`config.mk`:
```
export PLATFORM = sky130hd
export DESIGN_NAME = alu_pipe
export DESIGN_NICKNAME = d
export VERILOG_FILES = /design/src/design/alu_pkg.sv /design/src/design/alu_decode_stage.sv /design/src/design/alu_execute_stage.sv /design/src/design/alu_pipe.sv /design/src/design/alu_shift_unit.sv
export VERILOG_INCLUDE_DIRS = /design/src /design/src/design
export SDC_FILE = /design/constraint.sdc
export NUM_CORES = 1
export LEC_CHECK = 0
export BUFFER_PORTS_ARGS = -buffer_cell sky130_fd_sc_hd__buf_2
export CAP_MARGIN = 20
export CORE_ASPECT_RATIO = 1.75
export CORE_MARGIN = 5
export CORE_UTILIZATION = 60
export DETAILED_ROUTE_END_ITERATION = 12
export PLACE_DENSITY = 0.93
export SLEW_MARGIN = 30
export SYNTH_ARGS = -nofsm -noshare
export SYNTH_HDL_FRONTEND = slang
export SYNTH_SLANG_ARGS = --single-unit
```
`constraint.sdc`:
```
create_clock -name clk -period 4.1 [get_ports clk]
set_input_delay 0.82 -clock clk [delete_from_list [all_inputs] [get_ports clk]]
set_output_delay 0.82 -clock clk [all_outputs]
set_load 0.01 [all_outputs]
```
`src/design/alu_settings.svh`:
```
`ifndef ALU_SETTINGS_SVH
`define ALU_SETTINGS_SVH

`define ALU_DATA_W  32
`define ALU_IMM_W   16
`define ALU_SHAMT_W 5

// opcode field values
`define ALU_OPC_RTYPE 6'h00
`define ALU_OPC_ADDI  6'h08
`define ALU_OPC_ADDIU 6'h09
`define ALU_OPC_SLTI  6'h0a
`define ALU_OPC_SLTIU 6'h0b
`define ALU_OPC_ANDI  6'h0c
`define ALU_OPC_ORI   6'h0d
`define ALU_OPC_XORI  6'h0e

// function field values, R-type only
`define ALU_FN_SLL  6'h00
`define ALU_FN_SRL  6'h02
`define ALU_FN_SRA  6'h03
`define ALU_FN_SLLV 6'h04
`define ALU_FN_SRLV 6'h06
`define ALU_FN_SRAV 6'h07
`define ALU_FN_ADD  6'h20
`define ALU_FN_ADDU 6'h21
`define ALU_FN_SUB  6'h22
`define ALU_FN_SUBU 6'h23
`define ALU_FN_AND  6'h24
`define ALU_FN_OR   6'h25
`define ALU_FN_XOR  6'h26
`define ALU_FN_NOR  6'h27
`define ALU_FN_SLT  6'h2a
`define ALU_FN_SLTU 6'h2b

`endif

```
`src/design/alu_pkg.sv`:
```
`include "alu_settings.svh"

package alu_pkg;

    // R-type view of the instruction word
    typedef struct packed {
        logic [5:0]              opcode;
        logic [4:0]              rs;
        logic [4:0]              rt;
        logic [4:0]              rd;
        logic [`ALU_SHAMT_W-1:0] shamt;
        logic [5:0]              func;
    } alu_rtype_s;

    // I-type view of the same word
    typedef struct packed {
        logic [5:0]            opcode;
        logic [4:0]            rs;
        logic [4:0]            rt;
        logic [`ALU_IMM_W-1:0] imm;
    } alu_itype_s;

    typedef union packed {
        alu_rtype_s r;
        alu_itype_s i;
    } alu_instr_u;

    // add and addu share one class, the overflow enable tells them apart
    typedef enum logic [4:0] {
        ALU_OP_NONE = 5'd0,
        ALU_OP_ADD  = 5'd1,
        ALU_OP_SUB  = 5'd2,
        ALU_OP_AND  = 5'd3,
        ALU_OP_OR   = 5'd4,
        ALU_OP_XOR  = 5'd5,
        ALU_OP_NOR  = 5'd6,
        ALU_OP_SLT  = 5'd7,
        ALU_OP_SLTU = 5'd8,
        ALU_OP_SLL  = 5'd9,
        ALU_OP_SRL  = 5'd10,
        ALU_OP_SRA  = 5'd11,
        ALU_OP_SLLV = 5'd12,
        ALU_OP_SRLV = 5'd13,
        ALU_OP_SRAV = 5'd14
    } alu_op_e;

    // decode to execute bundle
    typedef struct packed {
        alu_op_e                 op;
        logic                    ovf_en;
        logic [`ALU_DATA_W-1:0]  a;
        logic [`ALU_DATA_W-1:0]  b;
        logic [`ALU_SHAMT_W-1:0] shamt;
    } alu_stage_s;

    typedef struct packed {
        logic negative;
        logic overflow;
    } alu_flags_s;

    typedef struct packed {
        logic [`ALU_DATA_W-1:0] result;
        alu_flags_s             flags;
    } alu_out_s;

endpackage

```
`src/design/alu_decode_stage.sv`:
```
`include "alu_settings.svh"

module alu_decode_stage (
    input  logic                   clk,
    input  logic                   arst_n,
    input  alu_pkg::alu_instr_u    instruction,
    input  logic [`ALU_DATA_W-1:0] reg_a,
    input  logic [`ALU_DATA_W-1:0] reg_b,
    output alu_pkg::alu_stage_s    stage
);

    alu_pkg::alu_op_e       op;
    logic                   ovf_en;
    logic                   use_imm;
    logic                   sign_imm;
    logic [`ALU_DATA_W-1:0] zext_imm;
    logic [`ALU_DATA_W-1:0] sext_imm;
    logic [`ALU_DATA_W-1:0] operand_b;
    alu_pkg::alu_stage_s    stage_next;

    assign zext_imm = {{(`ALU_DATA_W-`ALU_IMM_W){1'b0}}, instruction.i.imm};
    assign sext_imm = {{(`ALU_DATA_W-`ALU_IMM_W){instruction.i.imm[`ALU_IMM_W-1]}},
                       instruction.i.imm};

    always_comb begin
        op       = alu_pkg::ALU_OP_NONE;
        ovf_en   = 1'b0;
        use_imm  = 1'b0;
        sign_imm = 1'b0;
        case (instruction.r.opcode)
            `ALU_OPC_RTYPE: begin
                case (instruction.r.func)
                    `ALU_FN_ADD: begin
                        op     = alu_pkg::ALU_OP_ADD;
                        ovf_en = 1'b1;
                    end
                    `ALU_FN_ADDU: op = alu_pkg::ALU_OP_ADD;
                    `ALU_FN_SUB: begin
                        op     = alu_pkg::ALU_OP_SUB;
                        ovf_en = 1'b1;
                    end
                    `ALU_FN_SUBU: op = alu_pkg::ALU_OP_SUB;
                    `ALU_FN_AND:  op = alu_pkg::ALU_OP_AND;
                    `ALU_FN_OR:   op = alu_pkg::ALU_OP_OR;
                    `ALU_FN_XOR:  op = alu_pkg::ALU_OP_XOR;
                    `ALU_FN_NOR:  op = alu_pkg::ALU_OP_NOR;
                    `ALU_FN_SLT:  op = alu_pkg::ALU_OP_SLT;
                    `ALU_FN_SLTU: op = alu_pkg::ALU_OP_SLTU;
                    `ALU_FN_SLL:  op = alu_pkg::ALU_OP_SLL;
                    `ALU_FN_SRL:  op = alu_pkg::ALU_OP_SRL;
                    `ALU_FN_SRA:  op = alu_pkg::ALU_OP_SRA;
                    `ALU_FN_SLLV: op = alu_pkg::ALU_OP_SLLV;
                    `ALU_FN_SRLV: op = alu_pkg::ALU_OP_SRLV;
                    `ALU_FN_SRAV: op = alu_pkg::ALU_OP_SRAV;
                    default:      op = alu_pkg::ALU_OP_NONE;
                endcase
            end
            `ALU_OPC_ADDI: begin
                op       = alu_pkg::ALU_OP_ADD;
                ovf_en   = 1'b1;
                use_imm  = 1'b1;
                sign_imm = 1'b1;
            end
            `ALU_OPC_ADDIU: begin
                op       = alu_pkg::ALU_OP_ADD;
                use_imm  = 1'b1;
                sign_imm = 1'b1;
            end
            `ALU_OPC_SLTI: begin
                op       = alu_pkg::ALU_OP_SLT;
                use_imm  = 1'b1;
                sign_imm = 1'b1;
            end
            // unsigned compare, yet the immediate is still sign-extended
            `ALU_OPC_SLTIU: begin
                op       = alu_pkg::ALU_OP_SLTU;
                use_imm  = 1'b1;
                sign_imm = 1'b1;
            end
            `ALU_OPC_ANDI: begin
                op      = alu_pkg::ALU_OP_AND;
                use_imm = 1'b1;
            end
            `ALU_OPC_ORI: begin
                op      = alu_pkg::ALU_OP_OR;
                use_imm = 1'b1;
            end
            `ALU_OPC_XORI: begin
                op      = alu_pkg::ALU_OP_XOR;
                use_imm = 1'b1;
            end
            default: op = alu_pkg::ALU_OP_NONE;
        endcase
    end

    assign operand_b = !use_imm ? reg_b : (sign_imm ? sext_imm : zext_imm);

    always_comb begin
        stage_next.op     = op;
        stage_next.ovf_en = ovf_en;
        stage_next.a      = reg_a;
        stage_next.b      = operand_b;
        stage_next.shamt  = instruction.r.shamt;
    end

    always_ff @(posedge clk or negedge arst_n) begin
        if (!arst_n) begin
            stage <= '0;
        end else begin
            stage <= stage_next;
        end
    end

    // an X on the word would silently decode as an unknown op
    a_instr_known: assert property (
        @(posedge clk) disable iff (!arst_n) !$isunknown(instruction)
    ) else $error("instruction has unknown bits");

endmodule

```
`src/design/alu_execute_stage.sv`:
```
`include "alu_settings.svh"

module alu_execute_stage (
    input  logic                clk,
    input  logic                arst_n,
    input  alu_pkg::alu_stage_s stage,
    output alu_pkg::alu_out_s   out
);

    logic [`ALU_DATA_W-1:0] sum;
    logic [`ALU_DATA_W-1:0] diff;
    logic [`ALU_DATA_W-1:0] shifted;
    logic                   add_ovf;
    logic                   sub_ovf;
    logic                   lt_signed;
    logic                   lt_unsigned;
    alu_pkg::alu_out_s      out_next;

    localparam int MSB = `ALU_DATA_W - 1;

    assign sum  = stage.a + stage.b;
    assign diff = stage.a - stage.b;

    // same-sign operands giving a result of the other sign
    assign add_ovf = (stage.a[MSB] == stage.b[MSB]) && (sum[MSB] != stage.a[MSB]);
    // for a - b the operands must differ in sign
    assign sub_ovf = (stage.a[MSB] != stage.b[MSB]) && (diff[MSB] != stage.a[MSB]);

    assign lt_signed   = $signed(stage.a) < $signed(stage.b);
    assign lt_unsigned = stage.a < stage.b;

    alu_shift_unit shift_i (
        .op      (stage.op),
        .a       (stage.a),
        .b       (stage.b),
        .shamt   (stage.shamt),
        .shifted (shifted)
    );

    always_comb begin
        out_next = '0;
        case (stage.op)
            alu_pkg::ALU_OP_ADD: begin
                out_next.result         = sum;
                out_next.flags.overflow = stage.ovf_en && add_ovf;
            end
            alu_pkg::ALU_OP_SUB: begin
                out_next.result         = diff;
                out_next.flags.overflow = stage.ovf_en && sub_ovf;
            end
            alu_pkg::ALU_OP_AND: begin
                out_next.result = stage.a & stage.b;
            end
            alu_pkg::ALU_OP_OR: begin
                out_next.result = stage.a | stage.b;
            end
            alu_pkg::ALU_OP_XOR: begin
                out_next.result = stage.a ^ stage.b;
            end
            alu_pkg::ALU_OP_NOR: begin
                out_next.result = ~(stage.a | stage.b);
            end
            // compares return the difference, the outcome rides on negative
            alu_pkg::ALU_OP_SLT: begin
                out_next.result         = diff;
                out_next.flags.negative = lt_signed;
            end
            alu_pkg::ALU_OP_SLTU: begin
                out_next.result         = diff;
                out_next.flags.negative = lt_unsigned;
            end
            alu_pkg::ALU_OP_SLL,
            alu_pkg::ALU_OP_SRL,
            alu_pkg::ALU_OP_SRA,
            alu_pkg::ALU_OP_SLLV,
            alu_pkg::ALU_OP_SRLV,
            alu_pkg::ALU_OP_SRAV: begin
                out_next.result = shifted;
            end
            default: begin
                out_next = '0;
            end
        endcase
    end

    always_ff @(posedge clk or negedge arst_n) begin
        if (!arst_n) begin
            out <= '0;
        end else begin
            out <= out_next;
        end
    end

    // overflow can only come from a trapping add or sub one cycle back
    a_ovf_source: assert property (
        @(posedge clk) disable iff (!arst_n)
        out.flags.overflow |->
            $past(stage.ovf_en) &&
            (($past(stage.op) == alu_pkg::ALU_OP_ADD) ||
             ($past(stage.op) == alu_pkg::ALU_OP_SUB))
    ) else $error("overflow set without an enabled add or sub");

    a_neg_source: assert property (
        @(posedge clk) disable iff (!arst_n)
        out.flags.negative |->
            ($past(stage.op) == alu_pkg::ALU_OP_SLT) ||
            ($past(stage.op) == alu_pkg::ALU_OP_SLTU)
    ) else $error("negative set outside a compare");

endmodule

```
`src/design/alu_pipe.sv`:
```
`include "alu_settings.svh"

module alu_pipe (
    input  logic                   clk,
    input  logic                   arst_n,
    input  alu_pkg::alu_instr_u    instruction,
    input  logic [`ALU_DATA_W-1:0] reg_a,
    input  logic [`ALU_DATA_W-1:0] reg_b,
    output logic [`ALU_DATA_W-1:0] result,
    output alu_pkg::alu_flags_s    flags
);

    alu_pkg::alu_stage_s stage;
    alu_pkg::alu_out_s   out_q;

    // decode, one cycle
    alu_decode_stage decode_i (
        .clk         (clk),
        .arst_n      (arst_n),
        .instruction (instruction),
        .reg_a       (reg_a),
        .reg_b       (reg_b),
        .stage       (stage)
    );

    // execute, one cycle
    alu_execute_stage execute_i (
        .clk    (clk),
        .arst_n (arst_n),
        .stage  (stage),
        .out    (out_q)
    );

    assign result = out_q.result;
    assign flags  = out_q.flags;

endmodule

```
`src/design/alu_shift_unit.sv`:
```
`include "alu_settings.svh"

module alu_shift_unit (
    input  alu_pkg::alu_op_e        op,
    input  logic [`ALU_DATA_W-1:0]  a,
    input  logic [`ALU_DATA_W-1:0]  b,
    input  logic [`ALU_SHAMT_W-1:0] shamt,
    output logic [`ALU_DATA_W-1:0]  shifted
);

    logic                    variable;
    logic                    out_of_range;
    logic [`ALU_SHAMT_W-1:0] amount;
    logic [`ALU_DATA_W-1:0]  left;
    logic [`ALU_DATA_W-1:0]  right_log;
    logic [`ALU_DATA_W-1:0]  right_arith;

    assign variable = (op == alu_pkg::ALU_OP_SLLV) ||
                      (op == alu_pkg::ALU_OP_SRLV) ||
                      (op == alu_pkg::ALU_OP_SRAV);

    // variable forms take the whole of b, so any upper bit means 32 or more
    assign out_of_range = variable && (|b[`ALU_DATA_W-1:`ALU_SHAMT_W]);
    assign amount       = variable ? b[`ALU_SHAMT_W-1:0] : shamt;

    assign left        = a << amount;
    assign right_log   = a >> amount;
    assign right_arith = $signed(a) >>> amount;

    always_comb begin
        case (op)
            alu_pkg::ALU_OP_SLL,
            alu_pkg::ALU_OP_SLLV: begin
                shifted = out_of_range ? '0 : left;
            end
            alu_pkg::ALU_OP_SRL,
            alu_pkg::ALU_OP_SRLV: begin
                shifted = out_of_range ? '0 : right_log;
            end
            alu_pkg::ALU_OP_SRA,
            alu_pkg::ALU_OP_SRAV: begin
                // sign fill once everything has shifted out
                shifted = out_of_range ? {`ALU_DATA_W{a[`ALU_DATA_W-1]}} : right_arith;
            end
            default: begin
                shifted = '0;
            end
        endcase
    end

endmodule

```
==> results of run 1 <==
==> layer usage <==
layer  GRT overflow  GRT usage
met2              0      0.749
met1              0      0.557
met5              0     0.0181
met3              0      0.248
met4              1      0.513
==> logic make-up after synthesis <==
kind of cell	Yosys count	synth area share
AO/OA/AOI/OAI	620	0.318
AND/OR/NAND/NOR	512	0.182
buffers and inverters	230	0.0738
flip-flops	108	0.200
multiplexers	101	0.109
adder cells (fa/ha/maj)	98	0.0917
XOR/XNOR	40	0.0259
==> metrics by stage <==
step,instance area [µm²],hold slack (ns),util,instances,setup WS (ns)
after global placement,15000,0.814,0.675,2125,0.335
after floorplan,13500,0.524,-,1709,1.08
after detailed placement,15000,0.838,0.675,2125,0.317
after CTS,15300,0.500,0.689,2141,0.307
==> impl_metrics.tcl, run 1 <==
set metrics [dict create \
    post_cts_buffers 0 \
    die_w_um 124 \
    rows 72 \
    numCtsBuffers 9 \
    cts_buffer_depth 2 \
    synth_most_common_cell "nand2_1" \
    port_buffers 121 \
    finalWeightedCongestion 1.31 \
    cts-resized-gates 0 \
    dp_hpwl_um 50500 \
    ys_seq_area_frac 0.200 \
    syn_inst 1709 \
    synth_top_area_frac 0.200 \
    grt_remaining_overflow 1 \
    start_util 0.611 \
    ys_top_cells_by_count "170 x nand2_1, 122 x a21oi_1, 117 x o21ai_0" \
    grt_pass1_vias 16400 \
    error_line "[ERROR GRT-0116] Global routing finished with congestion. Check the congestion regions in the DRC Viewer." \
    ctsRootBufferMaster "clkbuf_16" \
    yosys_warnings 0 \
    lastStage "global routing (5_1_grt)" \
    h-tree-depth 3 \
    synth.distinct_cells 93 \
    track_usage 0.529 \
    pin_count 132 \
    grt_max_degree 59 \
    synth_top_area_cell "dfrtp_1" \
    synth_fp_nets 1905 \
    cts_num_sinks 108 \
    synth_area_leaders "dfrtp_1 20%, ha_1 8.9%, mux4_2 5.7%" \
    grt_pass1_wl_um 102000 \
    dieHeight_um 209 \
    cts-hold-fix-buffers 0 \
    synth-seq-cells 108 \
    synthArstFlopShare 1.00 \
    synth_ff_type "dfrtp_1" \
    synth_area_mm2 0.0135 \
    run_status "aborted with a tool error" \
    avgSynthCellArea_um2 7.92 \
    synth_edf_count 0 \
]
==> run 2: changes to the inputs <==
CORE_ASPECT_RATIO = not set   (was 1.75)
CORE_UTILIZATION = 40   (was 60)
PLACE_DENSITY = not set   (was 0.93)
PLACE_DENSITY_LB_ADDON = 0.15   (was not set)
==> impl_metrics.tcl, run 2 <==
set metrics [dict create \
    run_status "finished, final reports clean" \
    port_buffers 121 \
    synth_fp_nets 1905 \
    fin_util 0.469 \
    dp_cells 2296 \
    cts-hold-fix-buffers 0 \
    cts_buffer_depth 2 \
    final_common_cell "nand2_1" \
    grt_pass1_wl_um 102000 \
    powerDensity_mw_per_mm2 250 \
    worst_slew_pin_slew_ns 0.886 \
    fin_tns_setup_ns 0 \
    whs_ns 0.458 \
    finalHoldViolCount 0 \
    dieArea_mm2 0.0376 \
    synth-seq-cells 108 \
    drive_gt1_frac 0.210 \
    synth.distinct_cells 93 \
    grt_pass1_vias 14400 \
    synth_most_common_cell "nand2_1" \
    met2_usage 0.553 \
    synth_edf_count 0 \
    grt_remaining_overflow 0 \
    wl_per_cell_um 30.7 \
    hold_path_class "in -> async" \
    pin_count 132 \
    rows 67 \
    met3_usage 0.0765 \
    placed_area_mm2 0.0154 \
    post_cts_buffers 0 \
    drt-initial-drc-count 2225 \
    finalSetupViolations 0 \
    cts_num_sinks 108 \
    remaining_drc_errors 0 \
    dr.pass1.iters 9 \
    met1_usage 0.491 \
    yosys_warnings 0 \
    synth_ff_type "dfrtp_1" \
    p_leak_nw 6.87 \
    dieHeight_um 194 \
    die_w_um 194 \
    dp_hpwl_um 57600 \
    final_area_mm2 0.0157 \
    synth_top_area_cell "dfrtp_1" \
    syn_inst 1709 \
    finalNetCount 2055 \
    drt-vias-per-instance 6.67 \
    fin_crit_sh 0.955 \
    path_clk_slew_ns 0.08 \
    numCtsBuffers 9 \
    start_util 0.405 \
    worst_setup_path_end_kind "register" \
    synthToLayoutAreaGrowth_pct 15.8 \
    grt.busiest_layer "met2" \
    max_cap_viol_count 0 \
    h-tree-depth 3 \
    drt-total-wl_um 71100 \
    track_usage 0.362 \
    ys_seq_area_frac 0.200 \
    num_vias 15400 \
    critPathArrivalTime_ns 4.20 \
    antenna_found_initial 6 \
    fill_cells 3402 \
    coreArea_mm2 0.0334 \
    tritoncts "built" \
    path_class "reg -> reg" \
    period_minus_slack_ns 3.91 \
    ctsRootBufferMaster "clkbuf_16" \
    fmax_mhz 255 \
    grt_setup_unrepaired "false" \
    skew_ns 0.0129 \
    regMostFlops "decode_i.stage" \
    largest_reg_flops 74 \
    regToRegSetupSlack_ns 0.19 \
    crit_fanout 9 \
    ys_top_cells_by_count "170 x nand2_1, 122 x a21oi_1, 117 x o21ai_0" \
    reg_top3 "decode_i.stage (74), execute_i.out (34)" \
    relSlewSlack 0.407 \
    avgSynthCellArea_um2 7.92 \
    layout.cells.non_filler 2314 \
    grt_max_degree 57 \
    slew_violations 0 \
    clk_latency_ns 0.39 \
    cp.required_ns 4.39 \
    drtAntennaViolNets 0 \
    synth_area_leaders "dfrtp_1 20%, ha_1 8.9%, mux4_2 5.7%" \
    layout_common_cells "168 x nand2_1, 139 x buf_4, 122 x a21oi_1" \
    vdd_ir_drop_max_uv 212 \
    cp-start-kind "register" \
    finalWeightedCongestion 1.06 \
    synth_top_area_frac 0.200 \
    cts-resized-gates 0 \
    synthArstFlopShare 1.00 \
    synth_area_mm2 0.0135 \
]
-- run 2: cell type report --
| type | count | area (µm²) | share of cell area |
|---|---|---|---|
| Tap cell | 448 | 561 | 0.0358 |
| Timing Repair Buffer | 268 | 1820 | 0.116 |
| Antenna cell | 2 | 5.00 | 0.000319 |
| Sequential cell | 108 | 2700 | 0.172 |
| Clock buffer | 9 | 225 | 0.0144 |
| Multi-Input combinational cell | 1371 | 9910 | 0.632 |
| Clock inverter | 7 | 63.8 | 0.00407 |
| Inverter | 101 | 379 | 0.0242 |
-- run 2: kinds of logic (layout without fill, tap and decap cells) --
logic type,count (synthesis),after routing,share of synthesized area
compound gates,620,620,0.318
simple gates,512,512,0.182
buf+inv,230,385,0.0738
flops,108,108,0.200
mux,101,101,0.109
fa+ha+maj,98,98,0.0917
xor+xnor,40,40,0.0259
other cells,0,2,0
-- run 2: worst max-delay path: stages, from the launching register on --
cell and delay [ns]:
dfrtp_1 0.55, inv_1 0.16, ha_1 0.49, inv_1 0.11, a2111oi_1 0.66, a211oi_1 0.25
o21a_1 0.32, o221ai_4 0.30, o31ai_1 0.18, o41ai_1 0.46, nor2_1 0.08, o311ai_1 0.26
-- run 2: where the power goes --
part | internal [mW] | switching, mW
Combinational | 0.663 | 1.14
Sequential | 1.15 | 0.0833
Clock | 0.423 | 0.463
Total | 2.24 | 1.68
-- run 2: metrics by stage --
stage / power [mW] / worst slack [ns]
2_1_floorplan: 2.26 / 1.08
3_3_place_gp: 2.98 / 0.265
3_5_place_dp: 2.98 / 0.276
4_1_cts: 3.88 / 0.230
5_1_grt: 4.09 / 0.0579
6_report: 3.92 / 0.185
-- run 2: path summary, 6_finish.rpt --
kind                               startpoint            endpoint  cells past startpoint
max                        decode_i.stage[41]   execute_i.out[31]                     11
min                                    arst_n   execute_i.out[33]                      1
max reg2reg                decode_i.stage[41]   execute_i.out[31]                     11
min reg2reg                decode_i.stage[69]    execute_i.out[0]                      4
max in group asynchronous              arst_n  decode_i.stage[71]                      2
min in group clk                    reg_a[26]  decode_i.stage[63]                      1
-- run 2: per-layer routing --
layer,up-vias,share of wire
met5,-,0.0010
met3,180,0.10
met1,7456,0.40
met2,1051,0.43
li1,6736,-
met4,10,0.060
Power figures use the tool's default switching activity.
